--- src/rtl/ks10_config.svh ---
`ifndef KS10_CONFIG_SVH
`define KS10_CONFIG_SVH

////////////////////
// Word and address sizes
////////////////////

// Full data word, bits 0 to 35
`define WORD_WIDTH      36

// Virtual address occupies word bits 14 to 35
`define ADDR_WIDTH      22

// ACs plus scratch storage
`define RAMFILE_DEPTH   256

// Microword number field
`define NUM_WIDTH       12

// Address bits that must be zero for an AC reference
`define ACREF_HI        18
`define ACREF_LO        31

////////////////////
// Microword select codes
////////////////////

// DBUS select field
`define DBUS_SEL_FLAGS      2'd0
`define DBUS_SEL_DP         2'd1
`define DBUS_SEL_RAMFILE    2'd2
`define DBUS_SEL_DBM        2'd3

// DBM select field
`define DBM_SEL_MEMDATA     2'd0
`define DBM_SEL_VMA         2'd1
`define DBM_SEL_NUMBER      2'd2

`endif

--- src/rtl/busPkg.sv ---
`include "ks10_config.svh"

package busPkg;

   ////////////////////
   // Datapath words
   ////////////////////

   // Bits numbered big-endian, bit 0 is the MSB
   typedef logic [0:`WORD_WIDTH-1] word_t;

   // Address keeps its word bit numbers, 14 to 35
   typedef logic [`WORD_WIDTH-`ADDR_WIDTH:`WORD_WIDTH-1] vmaAddr_t;

   // Cycle flags carried alongside the VMA
   typedef struct packed
   {
      logic readCycle;
      logic writeCycle;
      logic physical;
   } vmaFlags_t;

   ////////////////////
   // Wishbone classic
   ////////////////////

   // Master to slave
   typedef struct packed
   {
      logic     cyc;
      logic     stb;
      logic     we;
      vmaAddr_t adr;
      word_t    datW;
   } wbReq_t;

   // Slave to master
   typedef struct packed
   {
      logic  ack;
      word_t datR;
   } wbRsp_t;

endpackage

--- src/rtl/cromPkg.sv ---
`include "ks10_config.svh"

package cromPkg;

   import busPkg::*;

   // What drives the data bus
   typedef enum logic [1:0]
   {
      Flags   = `DBUS_SEL_FLAGS,
      Dp      = `DBUS_SEL_DP,
      Ramfile = `DBUS_SEL_RAMFILE,
      Dbm     = `DBUS_SEL_DBM
   } dbusSel_t;

   // What the DBM mux supplies
   // Code 3 is unused
   typedef enum logic [1:0]
   {
      MemData = `DBM_SEL_MEMDATA,
      Vma     = `DBM_SEL_VMA,
      Number  = `DBM_SEL_NUMBER
   } dbmSel_t;

   ////////////////////
   // Microword
   ////////////////////

   // Only the fields this section decodes
   typedef struct packed
   {
      dbusSel_t              dbusSel;
      dbmSel_t               dbmSel;
      logic                  loadVma;
      // Flags loaded into the VMA with the address
      vmaFlags_t             vmaFlags;
      // Kick off a main-memory cycle
      logic                  memStart;
      // Store the data bus into the ramfile
      logic                  ramfileWrite;
      logic [`NUM_WIDTH-1:0] number;
   } cromWord_t;

endpackage

--- src/rtl/dbus.sv ---
module dbus
   import busPkg::*;
   import cromPkg::*;
(
   input  dbusSel_t dbusSel,
   input  logic     readCycle,
   input  logic     acRef,
   input  word_t    pcFlags,
   input  word_t    dp,
   input  word_t    ramfileData,
   input  word_t    dbmData,
   output word_t    dbus
);

   ////////////////////
   // Force ramfile
   ////////////////////

   // AC read goes to the ramfile instead of memory
   // No cache here so AC references are the only source
   logic forceRamfile;

   always_comb
   begin
      forceRamfile = acRef & readCycle;
   end

   ////////////////////
   // Bus mux
   ////////////////////

   // Simple 4-way 36-bit mux
   always_comb
   begin
      case (dbusSel)
         Flags:   dbus = pcFlags;
         Dp:      dbus = dp;
         Ramfile: dbus = ramfileData;
         // DBM unless the ramfile is forced
         Dbm:     dbus = forceRamfile ? ramfileData : dbmData;
      endcase
   end

endmodule

--- config.mk ---
export PLATFORM = sky130hd
export DESIGN_NAME = dbus
export DESIGN_NICKNAME = d
export VERILOG_FILES = /design/src/rtl/busPkg.sv /design/src/rtl/cromPkg.sv /design/src/rtl/dbus.sv
export VERILOG_INCLUDE_DIRS = /design/src /design/src/rtl
export SDC_FILE = /design/constraint.sdc
export NUM_CORES = 1
export LEC_CHECK = 0
export BUFFER_PORTS_ARGS = -buffer_cell sky130_fd_sc_hd__buf_2
export CORE_AREA = 2 2 71 73
export DETAILED_ROUTE_END_ITERATION = 10
export DIE_AREA = 0 0 73 75
export PLACE_DENSITY = 0.82
export SYNTH_ARGS = -nofsm -noshare
export SYNTH_HDL_FRONTEND = slang
export SYNTH_SLANG_ARGS = --single-unit
--- constraint.sdc ---
create_clock -name vclk -period 1.65
set_input_delay 0.4125 -clock vclk [all_inputs]
set_output_delay 0.4125 -clock vclk [all_outputs]
set_load 0.02 [all_outputs]
==> metrics.txt <==
status finished, violations left; failing checks negative setup slack; CP arrival 1.33 ns; DRT Pass-1 Iters 4; n_diodes 0; Post-CTS Hold Buffers 0; Ports 184; Setup violations, final 36; syn nets 313; PwrDens 325.4 nW/um2; final WL 6.704 mm; largest net degree at the start of global routing 37; initial antenna violation count 0; Final period util 105.4%; Startpoint Class input pin; syn_area_per_cell 8.334 um2; drt drc 0; Hold WC Path Type in -> out; Synth cell types 9; Antenna Violating Nets Remaining 0; first-pass GRT wire length 8.976 mm; synthesized cell area 1375 um2; DR iter-0 viols 109; PortBufs 184; Warnings, synthesis 0; Placed Area 2338 um2; Layout area overhead 94.90%; Crit Path Class in -> out; die area 5475 um2; clkbuf count 0; Tightest Pin Transition 0.2935 ns; dominant cells by area after synthesis mux2i_1 (52%), o221ai_1 (23%), nand2_1 (9.8%); Yosys top cell by area mux2i_1; fin worst setup slack -0.08976 ns; nature of the critical path endpoint output port; Starting Density 29.50%; Mapped Cells 165; vias in the first global route 2038; Rel. slew slack 80.43%; core area 4661 um2; proportion of layout cells with a drive suffix above 1 60.40%; final net count 496; worst endpoint required time 1.24 ns; RSZ-0062 raised after global routing yes; final hold slack 1.135 ns; Synth top area share 52.41%; Design Area, Final 2680 um2; final hold vios 0; register area share after synthesis 0%; Vias per Instance 5.505; worst-path fanout max 8; fmax 574.8 MHz; via count 2202; VDD IR max 0.1739 mV; Maximum Capacitance Violations 0; chip height 75 um; die width 73 um; max-slew violation count 0; Leakage 1.546 nW; min Tclk post-route 1.740 ns; area occupied by registers 0 um2; HPWL Detailed 4.479 mm; num rows 25; layout sequential cell count 0; gpl congestion 0.7586; Avg WL per Cell 16.76 um; grt ovf 0; GRT Overall Usage 20.41%
## cell families after synthesis
| group | count (synthesis) | share of synthesized area (%) |
|---|---|---|
| buf+inv | 18 | 12.74 |
| simple gates | 39 | 11.92 |
| mux | 72 | 52.41 |
| compound gates | 36 | 22.93 |
## synthesized netlist by cell type, drive strengths merged
library cell / number
buf: 15
clkbuf: 3
mux2i: 72
o221ai: 36
nand2: 38
nor2b: 1
## layout make-up
type               instances  area (um2)
fillers                  433        1981
well taps                 54       67.56
repair buffers           199        1364
multi-input cells        147        1249
## path summary, 6_finish.rpt
path                  start  endpoint  cells past startpoint
setup / recovery  readCycle   dbus[8]                      6
hold / removal        dp[6]   dbus[6]                      4
## power by group
group          total [W]  leakage (nW)  switching (W)  internal, W
logic           0.000872          1.55       0.000415     0.000457
clock network          0             0              0            0
registers              0             0              0            0
total           0.000872          1.55       0.000415     0.000457
## cells in the final DEF (no fill, tap or decap), drive strengths merged
cell / netlist / final
nand2: 38 / 38
clkbuf: 3 / 3
mux2i: 72 / 72
o221ai: 36 / 36
buf: 15 / 196
nor2b: 1 / 1
## metrics by stage
stage	std cells	power [W]	TNS (ns)	utilization (%)	worst slack, ns
floorplan	165	0.0004192	-0.1161	-	-0.004020
global placement	393	0.0007132	-2.364	50.17	-0.09291
detailed placement	393	0.0007322	-3.331	50.17	-0.1507
CTS	399	0.0008251	-2.227	55.25	-0.1075
global route	400	0.0009262	-3.674	57.50	-0.1353
finish	400	0.0008720	-1.781	57.50	-0.08976
## metal layers
layer	routed length, um	GRT usage, %	vias to the layer above
li1	-	-	1032
met1	2458	23.42	1038
met2	3734	40.44	122
met3	442	2.276	10
met4	68	3.909	0
met5	0	0	-
## critical path, cell delays in order
cell	delay [ns]
buf_8	0.10
nand2_8	0.12
clkbuf_16	0.18
mux2i_1	0.19
o221ai_1	0.13
buf_2	0.19
## timing repair
action                                  in CTS  in global routing
gates resized for setup                     30                 30
buffers inserted                             1                  0
gates cloned                                 5                  2
endpoints found under the setup margin      36                 36
hold endpoints to repair                     0                  0
pin swaps                                    1                  6
(Power assumes the default switching activity.)
