## config.mk

```make
export PLATFORM = sky130hd
export DESIGN_NAME = dbm
export DESIGN_NICKNAME = d
export VERILOG_FILES = /design/src/rtl/busPkg.sv /design/src/rtl/cromPkg.sv /design/src/rtl/dbm.sv
export VERILOG_INCLUDE_DIRS = /design/src /design/src/rtl
export SDC_FILE = /design/constraint.sdc
export NUM_CORES = 1
export LEC_CHECK = 0
export BUFFER_PORTS_ARGS = -buffer_cell sky130_fd_sc_hd__buf_2
export CAP_MARGIN = 25
export CORE_UTILIZATION = 24
export DETAILED_ROUTE_END_ITERATION = 6
export GPL_TIMING_DRIVEN = 0
export PLACE_DENSITY_LB_ADDON = 0.1
export SLEW_MARGIN = 25
export SYNTH_ARGS = -nofsm -noshare
export SYNTH_HDL_FRONTEND = slang
export SYNTH_SLANG_ARGS = --single-unit
```

## constraint.sdc

```tcl
create_clock -name vclk -period 0.8
set_input_delay 0.04 -clock vclk [all_inputs]
set_output_delay 0.04 -clock vclk [all_outputs]
set_load 0.005 [all_outputs]
```

## src/rtl/ks10_config.svh

```systemverilog
`ifndef KS10_CONFIG_SVH
`define KS10_CONFIG_SVH

////////////////////
// Word and address sizes
////////////////////

// Full data word, bits 0 to 35
`define WORD_WIDTH      36

// Virtual address occupies word bits 14 to 35
`define ADDR_WIDTH      22

// ACs plus scratch storage
`define RAMFILE_DEPTH   256

// Microword number field
`define NUM_WIDTH       12

// Address bits that must be zero for an AC reference
`define ACREF_HI        18
`define ACREF_LO        31

////////////////////
// Microword select codes
////////////////////

// DBUS select field
`define DBUS_SEL_FLAGS      2'd0
`define DBUS_SEL_DP         2'd1
`define DBUS_SEL_RAMFILE    2'd2
`define DBUS_SEL_DBM        2'd3

// DBM select field
`define DBM_SEL_MEMDATA     2'd0
`define DBM_SEL_VMA         2'd1
`define DBM_SEL_NUMBER      2'd2

`endif

```

## src/rtl/busPkg.sv

```systemverilog
`include "ks10_config.svh"

package busPkg;

   ////////////////////
   // Datapath words
   ////////////////////

   // Bits numbered big-endian, bit 0 is the MSB
   typedef logic [0:`WORD_WIDTH-1] word_t;

   // Address keeps its word bit numbers, 14 to 35
   typedef logic [`WORD_WIDTH-`ADDR_WIDTH:`WORD_WIDTH-1] vmaAddr_t;

   // Cycle flags carried alongside the VMA
   typedef struct packed
   {
      logic readCycle;
      logic writeCycle;
      logic physical;
   } vmaFlags_t;

   ////////////////////
   // Wishbone classic
   ////////////////////

   // Master to slave
   typedef struct packed
   {
      logic     cyc;
      logic     stb;
      logic     we;
      vmaAddr_t adr;
      word_t    datW;
   } wbReq_t;

   // Slave to master
   typedef struct packed
   {
      logic  ack;
      word_t datR;
   } wbRsp_t;

endpackage

```

## src/rtl/cromPkg.sv

```systemverilog
`include "ks10_config.svh"

package cromPkg;

   import busPkg::*;

   // What drives the data bus
   typedef enum logic [1:0]
   {
      Flags   = `DBUS_SEL_FLAGS,
      Dp      = `DBUS_SEL_DP,
      Ramfile = `DBUS_SEL_RAMFILE,
      Dbm     = `DBUS_SEL_DBM
   } dbusSel_t;

   // What the DBM mux supplies
   // Code 3 is unused
   typedef enum logic [1:0]
   {
      MemData = `DBM_SEL_MEMDATA,
      Vma     = `DBM_SEL_VMA,
      Number  = `DBM_SEL_NUMBER
   } dbmSel_t;

   ////////////////////
   // Microword
   ////////////////////

   // Only the fields this section decodes
   typedef struct packed
   {
      dbusSel_t              dbusSel;
      dbmSel_t               dbmSel;
      logic                  loadVma;
      // Flags loaded into the VMA with the address
      vmaFlags_t             vmaFlags;
      // Kick off a main-memory cycle
      logic                  memStart;
      // Store the data bus into the ramfile
      logic                  ramfileWrite;
      logic [`NUM_WIDTH-1:0] number;
   } cromWord_t;

endpackage

```

## src/rtl/dbm.sv

```systemverilog
`include "ks10_config.svh"

module dbm
   import busPkg::*;
   import cromPkg::*;
(
   input  dbmSel_t               dbmSel,
   input  word_t                 memData,
   input  vmaAddr_t              vmaAddr,
   input  vmaFlags_t             vmaFlags,
   input  logic [`NUM_WIDTH-1:0] number,
   output word_t                 dbmData
);

   // Flags in bits 0 to 2
   // Zero fill to bit 13
   // Address in bits 14 to 35
   word_t vmaWord;

   // Number field right justified
   word_t numberWord;

   always_comb
   begin
      vmaWord    = {vmaFlags,
                    {(`WORD_WIDTH - `ADDR_WIDTH - $bits(vmaFlags_t)){1'b0}},
                    vmaAddr};
      numberWord = {{(`WORD_WIDTH - `NUM_WIDTH){1'b0}}, number};
   end

   ////////////////////
   // DBM mux
   ////////////////////

   always_comb
   begin
      case (dbmSel)
         MemData: dbmData = memData;
         Vma:     dbmData = vmaWord;
         Number:  dbmData = numberWord;
         // Unused code
         default: dbmData = '0;
      endcase
   end

endmodule

```

==> impl_metrics.tcl <==
set metrics [dict create \
    coreArea_um2 2212 \
    grt_overflow 0 \
    cts_hold_buf 0 \
    gr-usage-all-layers 0.1441 \
    ios 111 \
    die_y_um 50.49 \
    die_x_um 50.49 \
    final_cell_mix "109 x buf_2, 25 x mux2i_1, 13 x nor2_1" \
    setup_ws_ns 0.06442 \
    slew_violations 0 \
    final_common_cell "buf_2" \
    area_growth_pct 115.7 \
    grt_start_max_net_pins 11 \
    finalHoldViolations 0 \
    synth_nets 146 \
    num_rows 17 \
    grt_pass1_wl_um 3036 \
    min_period_ns 0.7356 \
    hold_start "memData[22]" \
    path_max_fanout 10 \
    avgSynthCellArea_um2 7.948 \
    ys_seq_area_frac 0 \
    ys_warn_count 0 \
    fill_cells 223 \
    min_path_cells 3 \
    start_util 0.2551 \
    antenna_left 0 \
    netlist_area_um2 564.3 \
    seq_area_um2 0 \
    min_period_over_period 0.9195 \
    clkbuf_count 0 \
    wl_met2_um 1077 \
    num_vias 936 \
    maxCapViolCount 0 \
    whs_ns 0.3432 \
    slew_headroom 0.8712 \
    cp-start-kind "primary input" \
    wl_met3_um 222 \
    pre_cts_ws_ns -0.04300 \
    finalSetupViolations 0 \
    placed_area_um2 1145 \
    power.density_nw_per_um2 483.8 \
    seq_cell_count 0 \
    dpl.hpwl_um 1714 \
    diodes 0 \
    postLayoutCoreUtil 0.5503 \
    fmax_mhz 1359 \
    worst_pin_slew_ns 0.1931 \
    irDropWorstVdd_mv 0.2538 \
    total_power_uw 588.9 \
    drt_iter0_markers 6 \
    drive_gt1_frac 0.6667 \
    first_pass_iters 4 \
    gp_congestion 0.6483 \
    min_path_type "in2out" \
    wl_met1_um 746 \
    wl_per_cell_um 9.697 \
    min_to "dbmData[22]" \
    endpoint_kind "output port" \
    worstPathRequired_ns 0.76 \
    fin_area_um2 1217 \
    syn_inst 71 \
    antenna_found_initial 0 \
    leakage_nw 0.7697 \
    status "completed" \
    yosysUniqueCellTypes 11 \
    portBuffers 109 \
    grt_pass1_vias 779 \
    crit_arrival_ns 0.70 \
    critPathKind "in2out" \
    layout.nets 260 \
    route.detailed.drc 0 \
    wirelength_um 2046 \
    die_area_um2 2549 \
    vias_per_cell 4.436 \
    rsz0062_at_grt "false" \
    top_layer "met3" \
]
area by class of cell:
type / count / area [um^2] / share of cell area
Tap cell: 28 / 35.03 / 0.02878
Buffer: 8 / 100.1 / 0.08222
Timing Repair Buffer: 112 / 589.3 / 0.4841
Multi-Input combinational cell: 63 / 493.0 / 0.4049
worst max-delay path by stage:
stage / from / to / slack (ns) / cells after the start
after floorplan: dbmSel[1] / dbmData[0] / 0.17 / 4
after global placement: dbmSel[1] / dbmData[10] / -0.02 / 5
after detailed placement: dbmSel[1] / dbmData[29] / -0.04 / 5
after CTS: dbmSel[1] / dbmData[29] / -0.03 / 5
after global routing: dbmSel[1] / dbmData[8] / 0.004 / 5
final: dbmSel[0] / dbmData[5] / 0.06 / 5
per-stage QoR:
stage	cells	setup TNS, ns
after floorplan	71	0
after global placement	208	-0.3153
after detailed placement	208	-0.6384
after CTS	209	-0.3781
after global routing	211	0
final	211	0
cell families after synthesis:
| group | share of synthesized area |
|---|---|
| muxes | 0.4435 |
| AOI/OAI and AO/OA | 0.1863 |
| buffers and inverters | 0.1308 |
| and+or+nand+nor | 0.2395 |
layer usage:
layer	vias to the layer above	GRT usage
li1	482	-
met1	390	0.1595
met4	0	0.009259
met3	0	0.009091
met5	-	0
met2	64	0.3022
cells in the mapped netlist:
cell type / count / area (um^2)
buf_8: 1 / 15.01
nor2b_4: 1 / 13.76
nor2_1: 14 / 52.55
mux2i_1: 25 / 250.2
clkbuf_2: 1 / 5.000
o2bb2ai_1: 12 / 105.1
clkbuf_1: 2 / 7.510
buf_12: 1 / 20.02
and2_1: 11 / 68.82
buf_4: 2 / 15.01
buf_6: 1 / 11.26
what timing repair did:
action,4_1_cts,5_1_grt
setup buffers,1,0
setup endpoints to repair,28,32
gates cloned,0,2
hold endpoints to repair,0,0
gates resized for setup,3,10
worst max-delay path, cell delays in order:
cell and delay [ns]:
buf_12 0.13, clkbuf_16 0.15, mux2i_1 0.17, o2bb2ai_1 0.08, buf_2 0.12
power by group:
| part | switching [mW] | total [mW] | internal [mW] |
|---|---|---|---|
| Clock | 0 | 0 | 0 |
| Combinational | 0.224 | 0.589 | 0.365 |
| Sequential | 0 | 0 | 0 |
No activity file was read; power rests on OpenSTA's default activity.
