### src/rtl/ks10_config.svh
`ifndef KS10_CONFIG_SVH
`define KS10_CONFIG_SVH

////////////////////
// Word and address sizes
////////////////////

// Full data word, bits 0 to 35
`define WORD_WIDTH      36

// Virtual address occupies word bits 14 to 35
`define ADDR_WIDTH      22

// ACs plus scratch storage
`define RAMFILE_DEPTH   256

// Microword number field
`define NUM_WIDTH       12

// Address bits that must be zero for an AC reference
`define ACREF_HI        18
`define ACREF_LO        31

////////////////////
// Microword select codes
////////////////////

// DBUS select field
`define DBUS_SEL_FLAGS      2'd0
`define DBUS_SEL_DP         2'd1
`define DBUS_SEL_RAMFILE    2'd2
`define DBUS_SEL_DBM        2'd3

// DBM select field
`define DBM_SEL_MEMDATA     2'd0
`define DBM_SEL_VMA         2'd1
`define DBM_SEL_NUMBER      2'd2

`endif

### src/rtl/busPkg.sv
`include "ks10_config.svh"

package busPkg;

   ////////////////////
   // Datapath words
   ////////////////////

   // Bits numbered big-endian, bit 0 is the MSB
   typedef logic [0:`WORD_WIDTH-1] word_t;

   // Address keeps its word bit numbers, 14 to 35
   typedef logic [`WORD_WIDTH-`ADDR_WIDTH:`WORD_WIDTH-1] vmaAddr_t;

   // Cycle flags carried alongside the VMA
   typedef struct packed
   {
      logic readCycle;
      logic writeCycle;
      logic physical;
   } vmaFlags_t;

   ////////////////////
   // Wishbone classic
   ////////////////////

   // Master to slave
   typedef struct packed
   {
      logic     cyc;
      logic     stb;
      logic     we;
      vmaAddr_t adr;
      word_t    datW;
   } wbReq_t;

   // Slave to master
   typedef struct packed
   {
      logic  ack;
      word_t datR;
   } wbRsp_t;

endpackage

### src/rtl/memBusMaster.sv
module memBusMaster
   import busPkg::*;
(
   input  logic      clk,
   input  logic      reset,
   input  logic      memStart,
   input  logic      acRef,
   input  vmaAddr_t  vmaAddr,
   input  vmaFlags_t vmaFlags,
   input  word_t     dp,
   input  wbRsp_t    wbRsp,
   output wbReq_t    wbReq,
   output word_t     memData,
   output logic      busy
);

   // Idle or waiting for ack
   typedef enum logic
   {
      Idle,
      Cycle
   } state_t;

   state_t   state;
   logic     weReg;
   vmaAddr_t adrReg;
   word_t    datWReg;

   // Start only when free and not an AC reference
   logic     start;

   always_comb
   begin
      start = memStart & ~acRef & (state == Idle);
   end

   ////////////////////
   // Control state
   ////////////////////

   always_ff @(posedge clk)
   begin
      if (reset)
      begin
         state   <= Idle;
         weReg   <= 1'b0;
         memData <= '0;
      end
      else
      begin
         case (state)
            Idle:
            begin
               if (start)
               begin
                  state <= Cycle;
                  weReg <= vmaFlags.writeCycle;
               end
            end
            Cycle:
            begin
               // Slave may stretch the cycle
               if (wbRsp.ack)
               begin
                  state <= Idle;
                  // Latch read data on ack
                  if (!weReg)
                  begin
                     memData <= wbRsp.datR;
                  end
               end
            end
            default: state <= Idle;
         endcase
      end
   end

   // Address and write data held until ack
   always_ff @(posedge clk)
   begin
      if (start)
      begin
         adrReg  <= vmaAddr;
         datWReg <= dp;
      end
   end

   ////////////////////
   // Bus outputs
   ////////////////////

   // Single transfers so stb tracks cyc
   always_comb
   begin
      busy  = (state == Cycle);
      wbReq = '{cyc: busy, stb: busy, we: weReg, adr: adrReg, datW: datWReg};
   end

endmodule

### config.mk
export PLATFORM = sky130hd
export DESIGN_NAME = memBusMaster
export DESIGN_NICKNAME = d
export VERILOG_FILES = /design/src/rtl/busPkg.sv /design/src/rtl/memBusMaster.sv
export VERILOG_INCLUDE_DIRS = /design/src /design/src/rtl
export SDC_FILE = /design/constraint.sdc
export NUM_CORES = 1
export LEC_CHECK = 0
export BUFFER_PORTS_ARGS = -buffer_cell sky130_fd_sc_hd__buf_2
export CAP_MARGIN = 10
export CORE_ASPECT_RATIO = 1.2
export CORE_UTILIZATION = 40
export CTS_CLUSTER_DIAMETER = 30
export CTS_CLUSTER_SIZE = 20
export DETAILED_ROUTE_END_ITERATION = 6
export GPL_TIMING_DRIVEN = 0
export PLACE_DENSITY = 0.79
export SYNTH_ARGS = -nofsm -noshare
export SYNTH_HDL_FRONTEND = slang
export SYNTH_SLANG_ARGS = --single-unit
### constraint.sdc
create_clock -name clk -period 4.62 [get_ports clk]
set_input_delay 0.693 -clock clk [delete_from_list [all_inputs] [get_ports clk]]
set_output_delay 0.693 -clock clk [all_outputs]
set_load 0.02 [all_outputs]
==> qor.yml <==
clock_network:
  ctsHoldBuffers: 0
  cts_sinks: 96
  post_cts_resized: 0
  cts_tree: "done"
  clk_pin_slew_worst_paths_ns: 0.09
  h-tree-depth: 3
  root_buffer: "clkbuf_8"
  cts_buffers: 9
  clk_path_buf_depth: 2
  clk_latency_ns: 0.35
  cts_setup_buffers: 0
logic_synthesis:
  syn-instance-count: 226
  synthSimpleGateAreaFrac: 0.140
  synth_top_area_share: 0.498
  yosys.area.top_type: "edfxtp_1"
  synth-seq-cells: 96
  synth_area_per_cell_um2: 15.5
  synth_xor_area_frac: 0
  synth_mux_area_frac: 0.106
  yosys.area_share.adder: 0
  seq_area_frac_synth: 0.715
  synth_fp_nets: 328
  synth_top_family_by_area: "simple AND/OR/NAND/NOR gates"
  ys_top_cells_by_area: "edfxtp_1 (50%), dfxtp_1 (22%), nand2b_1 (13%)"
  yosysWarnings: 0
  synth_area_um2: 3500
  synth_compound_area_frac: 0.00286
  yosysUniqueCellTypes: 13
global_routing:
  gr-total-overflow: 0
  grt_antenna_before_repair: 0
  grt_max_degree: 22
  grt_pass1_vias: 2547
  met3_usage: 0.102
  met2_usage: 0.336
  grt_use_total: 0.190
  busiest_layer: "met2"
  met1_usage: 0.185
  grt_pass1_wl_mm: 12.8
run:
  max_cap_viol_count: 0
routing:
  avgViaCountPerCell: 4.44
  vias: 2477
  routedWlPerCell_um: 15.6
  antenna_left: 0
  wl_mm: 8.68
  drc: 0
  drt_iter0_drc: 87
  drt_first_pass_iters: 4
timing:
  worstMarginPinSlew_ns: 0.730
  setup_ws_ns: 2.63
  period_share: 0.431
  finalHoldViolCount: 0
  max_slew_margin: 0.513
  fin_crit_ns: 1.99
  setup-tns-final_ns: 0
  skew_ns: 0.00431
  finalSetupViolations: 0
  rsz0062_at_grt: "no"
  hold_ws_ns: 0.472
  timing.fmax_ghz: 0.502
  drv_slew: 0
worst_setup_path:
  crit_fanout: 21
  cp.buffers_inverters: 4
  crit_path_cell_trace: "buf_2 > nor3b_4 > buf_16 > buf_8 > buf_8"
  slowest_stage: "nor3b_4"
  worstPathArrival_ns: 2.06
  endpoint_kind: "register"
  cpLargestDelayFamily: "buffers and inverters"
  critical_path_required_ns: 4.68
  cp_slowest_stage_delay_ns: 0.63
  worstSetupStartpointType: "input pin"
  critical_path_class: "in -> reg"
  crit_top_cell: "buf_8"
floorplanning:
  dieArea_um2: 9130
  die_w_um: 87.4
  core_region_area_um2: 8520
  row_count: 37
  dieHeight_um: 104
  start_util: 0.411
  pin_count: 200
placed_design:
  port_buffers: 196
  dpl.hpwl_mm: 6.86
  post-place-ws_ns: 2.23
  gp_routability_congestion: 0.739
power_and_ir_drop:
  pwr_density_cell_nw_per_um2: 344
  total_power_mw: 1.68
  p_comb_frac: 0.109
  internal-power_mw: 1.28
  p_leak_nw: 2.11
  seqPwrFrac: 0.566
  ir_drop_uv: 151
  clkPwrFrac: 0.326
  p_switching_uw: 403
  switching_share: 0.239
status:
  status: "complete, no violations"
worst_hold_path:
  hold_path_class: "reg -> reg"
final_layout:
  postLayoutCoreUtil: 0.574
  areaGrowthSynthToFinish_pct: 39.8
  diodes: 0
  nets: 538
  final_layout_size_suffix_gt1_frac: 0.510
-- cell usage in the layout, fill, tap and decap left out, drive strengths merged --
| cell | Yosys | routed |
|---|---|---|
| nor3b | 1 | 1 |
| bufinv | 0 | 1 |
| nand2b | 74 | 74 |
| dfxtp | 38 | 38 |
| inv | 0 | 2 |
| and3b | 1 | 1 |
| edfxtp | 58 | 58 |
| buf | 8 | 207 |
| clkinv | 0 | 2 |
| mux2i | 37 | 37 |
| nor2b | 1 | 1 |
| clkinvlp | 0 | 2 |
| clkbuf | 7 | 16 |
| o21ba | 1 | 1 |
-- worst register-to-register path, cell delays in order (launching register included) --
cell and delay, ns:
dfxtp_1 0.40, nor3b_4 0.65, buf_16 0.24, buf_8 0.20, buf_8 0.18
-- cells by family (layout without fill, tap and decap cells) --
family / after synthesis / count (layout)
DFF: 96 / 96
muxes: 37 / 37
and+or+nand+nor: 77 / 77
AOI/OAI and AO/OA: 1 / 1
buffers and inverters: 15 / 230
-- per-layer routing --
layer  part of all wire  vias up
li1                   -     1188
met2               0.51      125
met4              0.015        0
met1               0.35     1155
met5                  0        -
met3               0.13        9
-- sequential cells by signal, indices dropped and copies added, names as in the netlist --
signal	cells
datWReg	36
memData	36
adrReg	22
busy	1
weReg	1
-- Yosys cell counts --
master    instances
and3b_1           1
buf_12            3
buf_2             1
buf_4             3
buf_6             1
clkbuf_1          7
dfxtp_1          38
edfxtp_1         58
mux2i_1          37
nand2b_1         74
nor2b_1           1
nor3b_2           1
o21ba_2           1
-- layout make-up --
cell class / count / area, um^2
Fill cell: 738 / 3630
Sequential cell: 96 / 2500
Timing Repair Buffer: 199 / 1040
Multi-Input combinational cell: 115 / 877
Tap cell: 117 / 146
Buffer: 15 / 125
Clock buffer: 9 / 124
Clock inverter: 7 / 78.8
-- metrics by stage --
stage,instances,area (um^2)
CTS,558,4890
global route,558,4890
finish,558,4890
floorplan,226,3500
global placement,539,4630
detailed placement,542,4690
-- final timing paths --
kind / from / end / slack (ns) / cells after the start
max: acRef / datWReg[1] / 2.63 / 5
min: memData[13] / memData[13] / 0.47 / 2
max reg2reg: busy / datWReg[1] / 2.67 / 4
min reg2reg: memData[13] / memData[13] / 0.47 / 2
-- power groups by stage --
stage	Clock, mW	Combinational, mW	Sequential, mW
final	0.549	0.183	0.953
after global routing	0.597	0.197	0.956
after CTS	0.565	0.186	0.953
after detailed placement	0	0.186	0.973
after global placement	0	0.172	0.973
after floorplan	0	0.0537	1.01
Note: power is estimated with default switching activity, not from simulation.
