--- src/rtl/ks10_config.svh ---
`ifndef KS10_CONFIG_SVH
`define KS10_CONFIG_SVH

////////////////////
// Word and address sizes
////////////////////

// Full data word, bits 0 to 35
`define WORD_WIDTH      36

// Virtual address occupies word bits 14 to 35
`define ADDR_WIDTH      22

// ACs plus scratch storage
`define RAMFILE_DEPTH   256

// Microword number field
`define NUM_WIDTH       12

// Address bits that must be zero for an AC reference
`define ACREF_HI        18
`define ACREF_LO        31

////////////////////
// Microword select codes
////////////////////

// DBUS select field
`define DBUS_SEL_FLAGS      2'd0
`define DBUS_SEL_DP         2'd1
`define DBUS_SEL_RAMFILE    2'd2
`define DBUS_SEL_DBM        2'd3

// DBM select field
`define DBM_SEL_MEMDATA     2'd0
`define DBM_SEL_VMA         2'd1
`define DBM_SEL_NUMBER      2'd2

`endif

--- src/rtl/busPkg.sv ---
`include "ks10_config.svh"

package busPkg;

   ////////////////////
   // Datapath words
   ////////////////////

   // Bits numbered big-endian, bit 0 is the MSB
   typedef logic [0:`WORD_WIDTH-1] word_t;

   // Address keeps its word bit numbers, 14 to 35
   typedef logic [`WORD_WIDTH-`ADDR_WIDTH:`WORD_WIDTH-1] vmaAddr_t;

   // Cycle flags carried alongside the VMA
   typedef struct packed
   {
      logic readCycle;
      logic writeCycle;
      logic physical;
   } vmaFlags_t;

   ////////////////////
   // Wishbone classic
   ////////////////////

   // Master to slave
   typedef struct packed
   {
      logic     cyc;
      logic     stb;
      logic     we;
      vmaAddr_t adr;
      word_t    datW;
   } wbReq_t;

   // Slave to master
   typedef struct packed
   {
      logic  ack;
      word_t datR;
   } wbRsp_t;

endpackage

--- src/rtl/cromPkg.sv ---
`include "ks10_config.svh"

package cromPkg;

   import busPkg::*;

   // What drives the data bus
   typedef enum logic [1:0]
   {
      Flags   = `DBUS_SEL_FLAGS,
      Dp      = `DBUS_SEL_DP,
      Ramfile = `DBUS_SEL_RAMFILE,
      Dbm     = `DBUS_SEL_DBM
   } dbusSel_t;

   // What the DBM mux supplies
   // Code 3 is unused
   typedef enum logic [1:0]
   {
      MemData = `DBM_SEL_MEMDATA,
      Vma     = `DBM_SEL_VMA,
      Number  = `DBM_SEL_NUMBER
   } dbmSel_t;

   ////////////////////
   // Microword
   ////////////////////

   // Only the fields this section decodes
   typedef struct packed
   {
      dbusSel_t              dbusSel;
      dbmSel_t               dbmSel;
      logic                  loadVma;
      // Flags loaded into the VMA with the address
      vmaFlags_t             vmaFlags;
      // Kick off a main-memory cycle
      logic                  memStart;
      // Store the data bus into the ramfile
      logic                  ramfileWrite;
      logic [`NUM_WIDTH-1:0] number;
   } cromWord_t;

endpackage

--- src/rtl/vmaReg.sv ---
`include "ks10_config.svh"

module vmaReg
   import busPkg::*;
   import cromPkg::*;
(
   input  logic      clk,
   input  logic      reset,
   input  cromWord_t crom,
   input  word_t     dp,
   output vmaAddr_t  vmaAddr,
   output vmaFlags_t vmaFlags,
   output logic      acRef
);

   ////////////////////
   // VMA register
   ////////////////////

   // Address comes from the right 22 bits of the datapath
   // Flags come straight from the microword
   always_ff @(posedge clk)
   begin
      if (reset)
      begin
         vmaAddr  <= '0;
         vmaFlags <= '0;
      end
      else if (crom.loadVma)
      begin
         vmaAddr  <= dp[`WORD_WIDTH-`ADDR_WIDTH:`WORD_WIDTH-1];
         vmaFlags <= crom.vmaFlags;
      end
   end

   ////////////////////
   // AC reference
   ////////////////////

   // Lowest 16 words of a section
   // Only bits 32 to 35 may be set
   // Section bits 14 to 17 are ignored
   // Physical references never hit the ACs
   always_comb
   begin
      acRef = ~vmaFlags.physical & (vmaAddr[`ACREF_HI:`ACREF_LO] == '0);
   end

endmodule

--- config.mk ---
export PLATFORM = sky130hd
export DESIGN_NAME = vmaReg
export DESIGN_NICKNAME = d
export VERILOG_FILES = /design/src/rtl/busPkg.sv /design/src/rtl/cromPkg.sv /design/src/rtl/vmaReg.sv
export VERILOG_INCLUDE_DIRS = /design/src /design/src/rtl
export SDC_FILE = /design/constraint.sdc
export NUM_CORES = 1
export LEC_CHECK = 0
export BUFFER_PORTS_ARGS = -buffer_cell sky130_fd_sc_hd__buf_2
export CORE_MARGIN = 2
export CORE_UTILIZATION = 36
export DETAILED_ROUTE_END_ITERATION = 6
export PLACE_DENSITY = 0.88
export SYNTH_ARGS = -nofsm -noshare
export SYNTH_HDL_FRONTEND = slang
export SYNTH_SLANG_ARGS = --single-unit
--- constraint.sdc ---
create_clock -name clk -period 1.29 [get_ports clk]
set_clock_uncertainty 0.1 [all_clocks]
set_input_delay 0.258 -clock clk [delete_from_list [all_inputs] [get_ports clk]]
set_output_delay 0.258 -clock clk [all_outputs]
set_load 0.01 [all_outputs]
==> results.md <==
* Core Rows at 18
* Ranking of synthesized cells by area: dfxtp_1 (53%), mux2i_1 (27%), nor2_1 (10%), buf_12 (4.2%), nor4_1 (2.0%)
* Ports at 86
* Commonest non-fill, non-tap cells in the layout: buf_2 (51), mux2i_1 (25), nor2_1 (25)
* Clock Latency Late Sink at 0.31 ns
* Drt pass-1 iters at 3
* Number of DRC markers in iteration 0 at 3
* CTS tree: yes
* Failing checks: negative setup slack
* VDD IR max at 627 uV
* Yosys top cell by area: dfxtp_1
* Complex-gate fraction of the synthesized area at 0%
* H-tree depth at 1
* Tmin final at 1.64 ns
* Critical Path Max Stage Delay at 0.37 ns
* Synth warn at 0
* CP endpoint kind: primary output
* Grt ovf at 0
* Post-Route WL at 2.11 mm
* Initial core utilization at 38.0%
* Largest net degree at the start of global routing at 26
* Max_cap viols at 0
* Fillers at 219
* # diodes at 0
* Hold Crit Class: primary input to flop
* ANT nets after route at 0
* P per Cell Area at 1110 nW/um^2
* Outcome: complete, but fails checks
* WP data arrival at 1.28 ns
* WP data required at 0.93 ns
* Core area at 2480 sq um
* Slew HR at 72.3%
* Fin cells at 170
* Vias in the first global route at 759
* RSZ-0062 raised after global routing: yes
* Critical-path top delay cell: dfxtp_2
* Final Setup Violations at 1
* Family with the most delay on the worst path: simple AND/OR/NAND/NOR gates
* Kind of critical path: flop to primary output
* Detail Placement HPWL at 1.53 mm
* Clock Path Buffers at 2
* Vias post-DR at 772
* Gpl congestion at 0.673
* Placed cells at 165
* Initial antenna violation count at 0
* Final hold vios at 0
* Worst Path Max Fanout at 3
* Buffers on Ports at 53
* Netlist cell types at 10
* Post-CTS Hold Buffers at 0
* Slew Limit Fails at 0
* Clock root buffer: clkbuf_4
* Tot GR Track Use at 14.1%
* Synth Area in XOR/XNOR at 0%
* Die X at 55.2 microns
* Post-synthesis sequential area ratio at 53.1%
* Post-synthesis adder-cell area fraction at 0%
* Yosys top cell area share at 53.1%
* Area of the multi-input gates at 422 sq um
* CTS Buf Count at 3
* Clock sink count at 25
* Worst-path clk slew at 0.14 ns
* Area delta synth->final at 40.2%
* Via density at 4.54
* Mapped Cells at 86
* FF+latch area at 515 sq um
* Buf+Inv Stages, Crit Path at 1
* Cell Chain, Critical Path: nor4_4, and4_1, buf_2
* Post-synthesis mux area share at 26.6%
* Fmax at 0.609 GHz
* Final #Nets at 201
* Slew @ Worst Pin at 0.415 ns
* Die Span Y at 55.2 microns
* Drt drc at 0
* Leading cell type in the layout, fill and taps excluded: buf_2
* Die area at 3040 sq um
* Simple-Gate Fraction of Synth Area at 13.4%
* Wirelength per Cell at 12.4 microns
* Hold WS at 0.0777 ns
* Mapped cell area at 942 sq um
* FF+latch count, synth at 25
* Syn Area/Cell at 11.0 sq um
* Startpoint Class: flop
* P_leak at 0.000699 uW
* Share of cells above drive strength 1 at 52.1%
* Main combinational cell family by area after synthesis: multiplexers
* Syn nets at 146
* Period utilization at 127%
* Post-route setup slack at -0.352 ns
* First-pass GRT wire length at 3.05 mm
-- worst register-to-register path: stages, from the launching register on --
cell and delay, ns:
dfxtp_2 0.36, buf_4 0.14, mux2i_1 0.12, nor2_1 0.05
-- sequential cells by signal, summed over array words and instances, names as in the netlist --
register	count
vmaFlags	3
vmaAddr	22
-- synthesized netlist by cell type --
library cell,n
dfxtp_1,25
mux2i_1,25
nor2_1,25
nor4_1,3
buf_12,2
buf_2,2
and4_1,1
buf_1,1
buf_6,1
nor3_1,1
-- final timing paths --
check | slack, ns | endpoint | cells past startpoint | startpoint
setup / recovery | -0.35 | acRef | 3 | vmaAddr[13]$_SDFFE_PP0P_
hold / removal | 0.08 | vmaFlags[0]$_SDFFE_PP0P_ | 3 | crom[14]
setup reg to reg | 0.42 | vmaAddr[9]$_SDFFE_PP0P_ | 3 | vmaAddr[9]$_SDFFE_PP0P_
hold reg to reg | 0.40 | vmaAddr[20]$_SDFFE_PP0P_ | 2 | vmaAddr[20]$_SDFFE_PP0P_
-- through the flow --
step / worst slack, ns / cell area [sq um] / total power (uW) / utilization (%) / setup TNS (ns)
after floorplan: 0.112 / 942 / 1000 / - / 0
after global routing: -0.437 / 1320 / 1550 / 53.3 / -0.489
after CTS: -0.382 / 1250 / 1460 / 50.6 / -0.382
after detailed placement: -0.0522 / 1210 / 1100 / 48.7 / -0.0522
after global placement: -0.0448 / 1210 / 1090 / 48.7 / -0.0448
final: -0.352 / 1320 / 1460 / 53.3 / -0.352
-- area by class of cell --
type | instances | share of cell area [%]
repair buffers | 56 | 24.0
multi-input cells | 55 | 31.9
well taps | 30 | 2.84
clock inverters | 1 | 0.568
clock buffers | 3 | 1.70
flip-flops and latches | 25 | 39.0
-- metal layers --
layer	GRT usage (%)	vias to the layer above	part of all wire (%)
met3	2.15	2	6.5
met5	0	-	0
met2	29.0	30	56
met1	14.0	344	37
li1	-	396	-
met4	4.88	0	1.0
-- what timing repair did --
item | CTS | global route
gates cloned | 0 | 0
endpoints found under the setup margin | 1 | 2
hold endpoints to repair | 0 | 0
pin swaps | 2 | 3
resized for setup | 4 | 16
buffers inserted | 0 | 1
-- cell families (layout without fill, tap and decap cells) --
group                  after synthesis  after routing
and+or+nand+nor                     30             30
DFF                                 25             25
muxes                               25             25
buffers and inverters                6             60
-- power by group --
| group | switching (uW) | total, uW | internal (uW) |
|---|---|---|---|
| clock | 229 | 347 | 118 |
| combinational | 116 | 257 | 140 |
| sequential | 40.1 | 861 | 821 |
(Power assumes the default switching activity.)
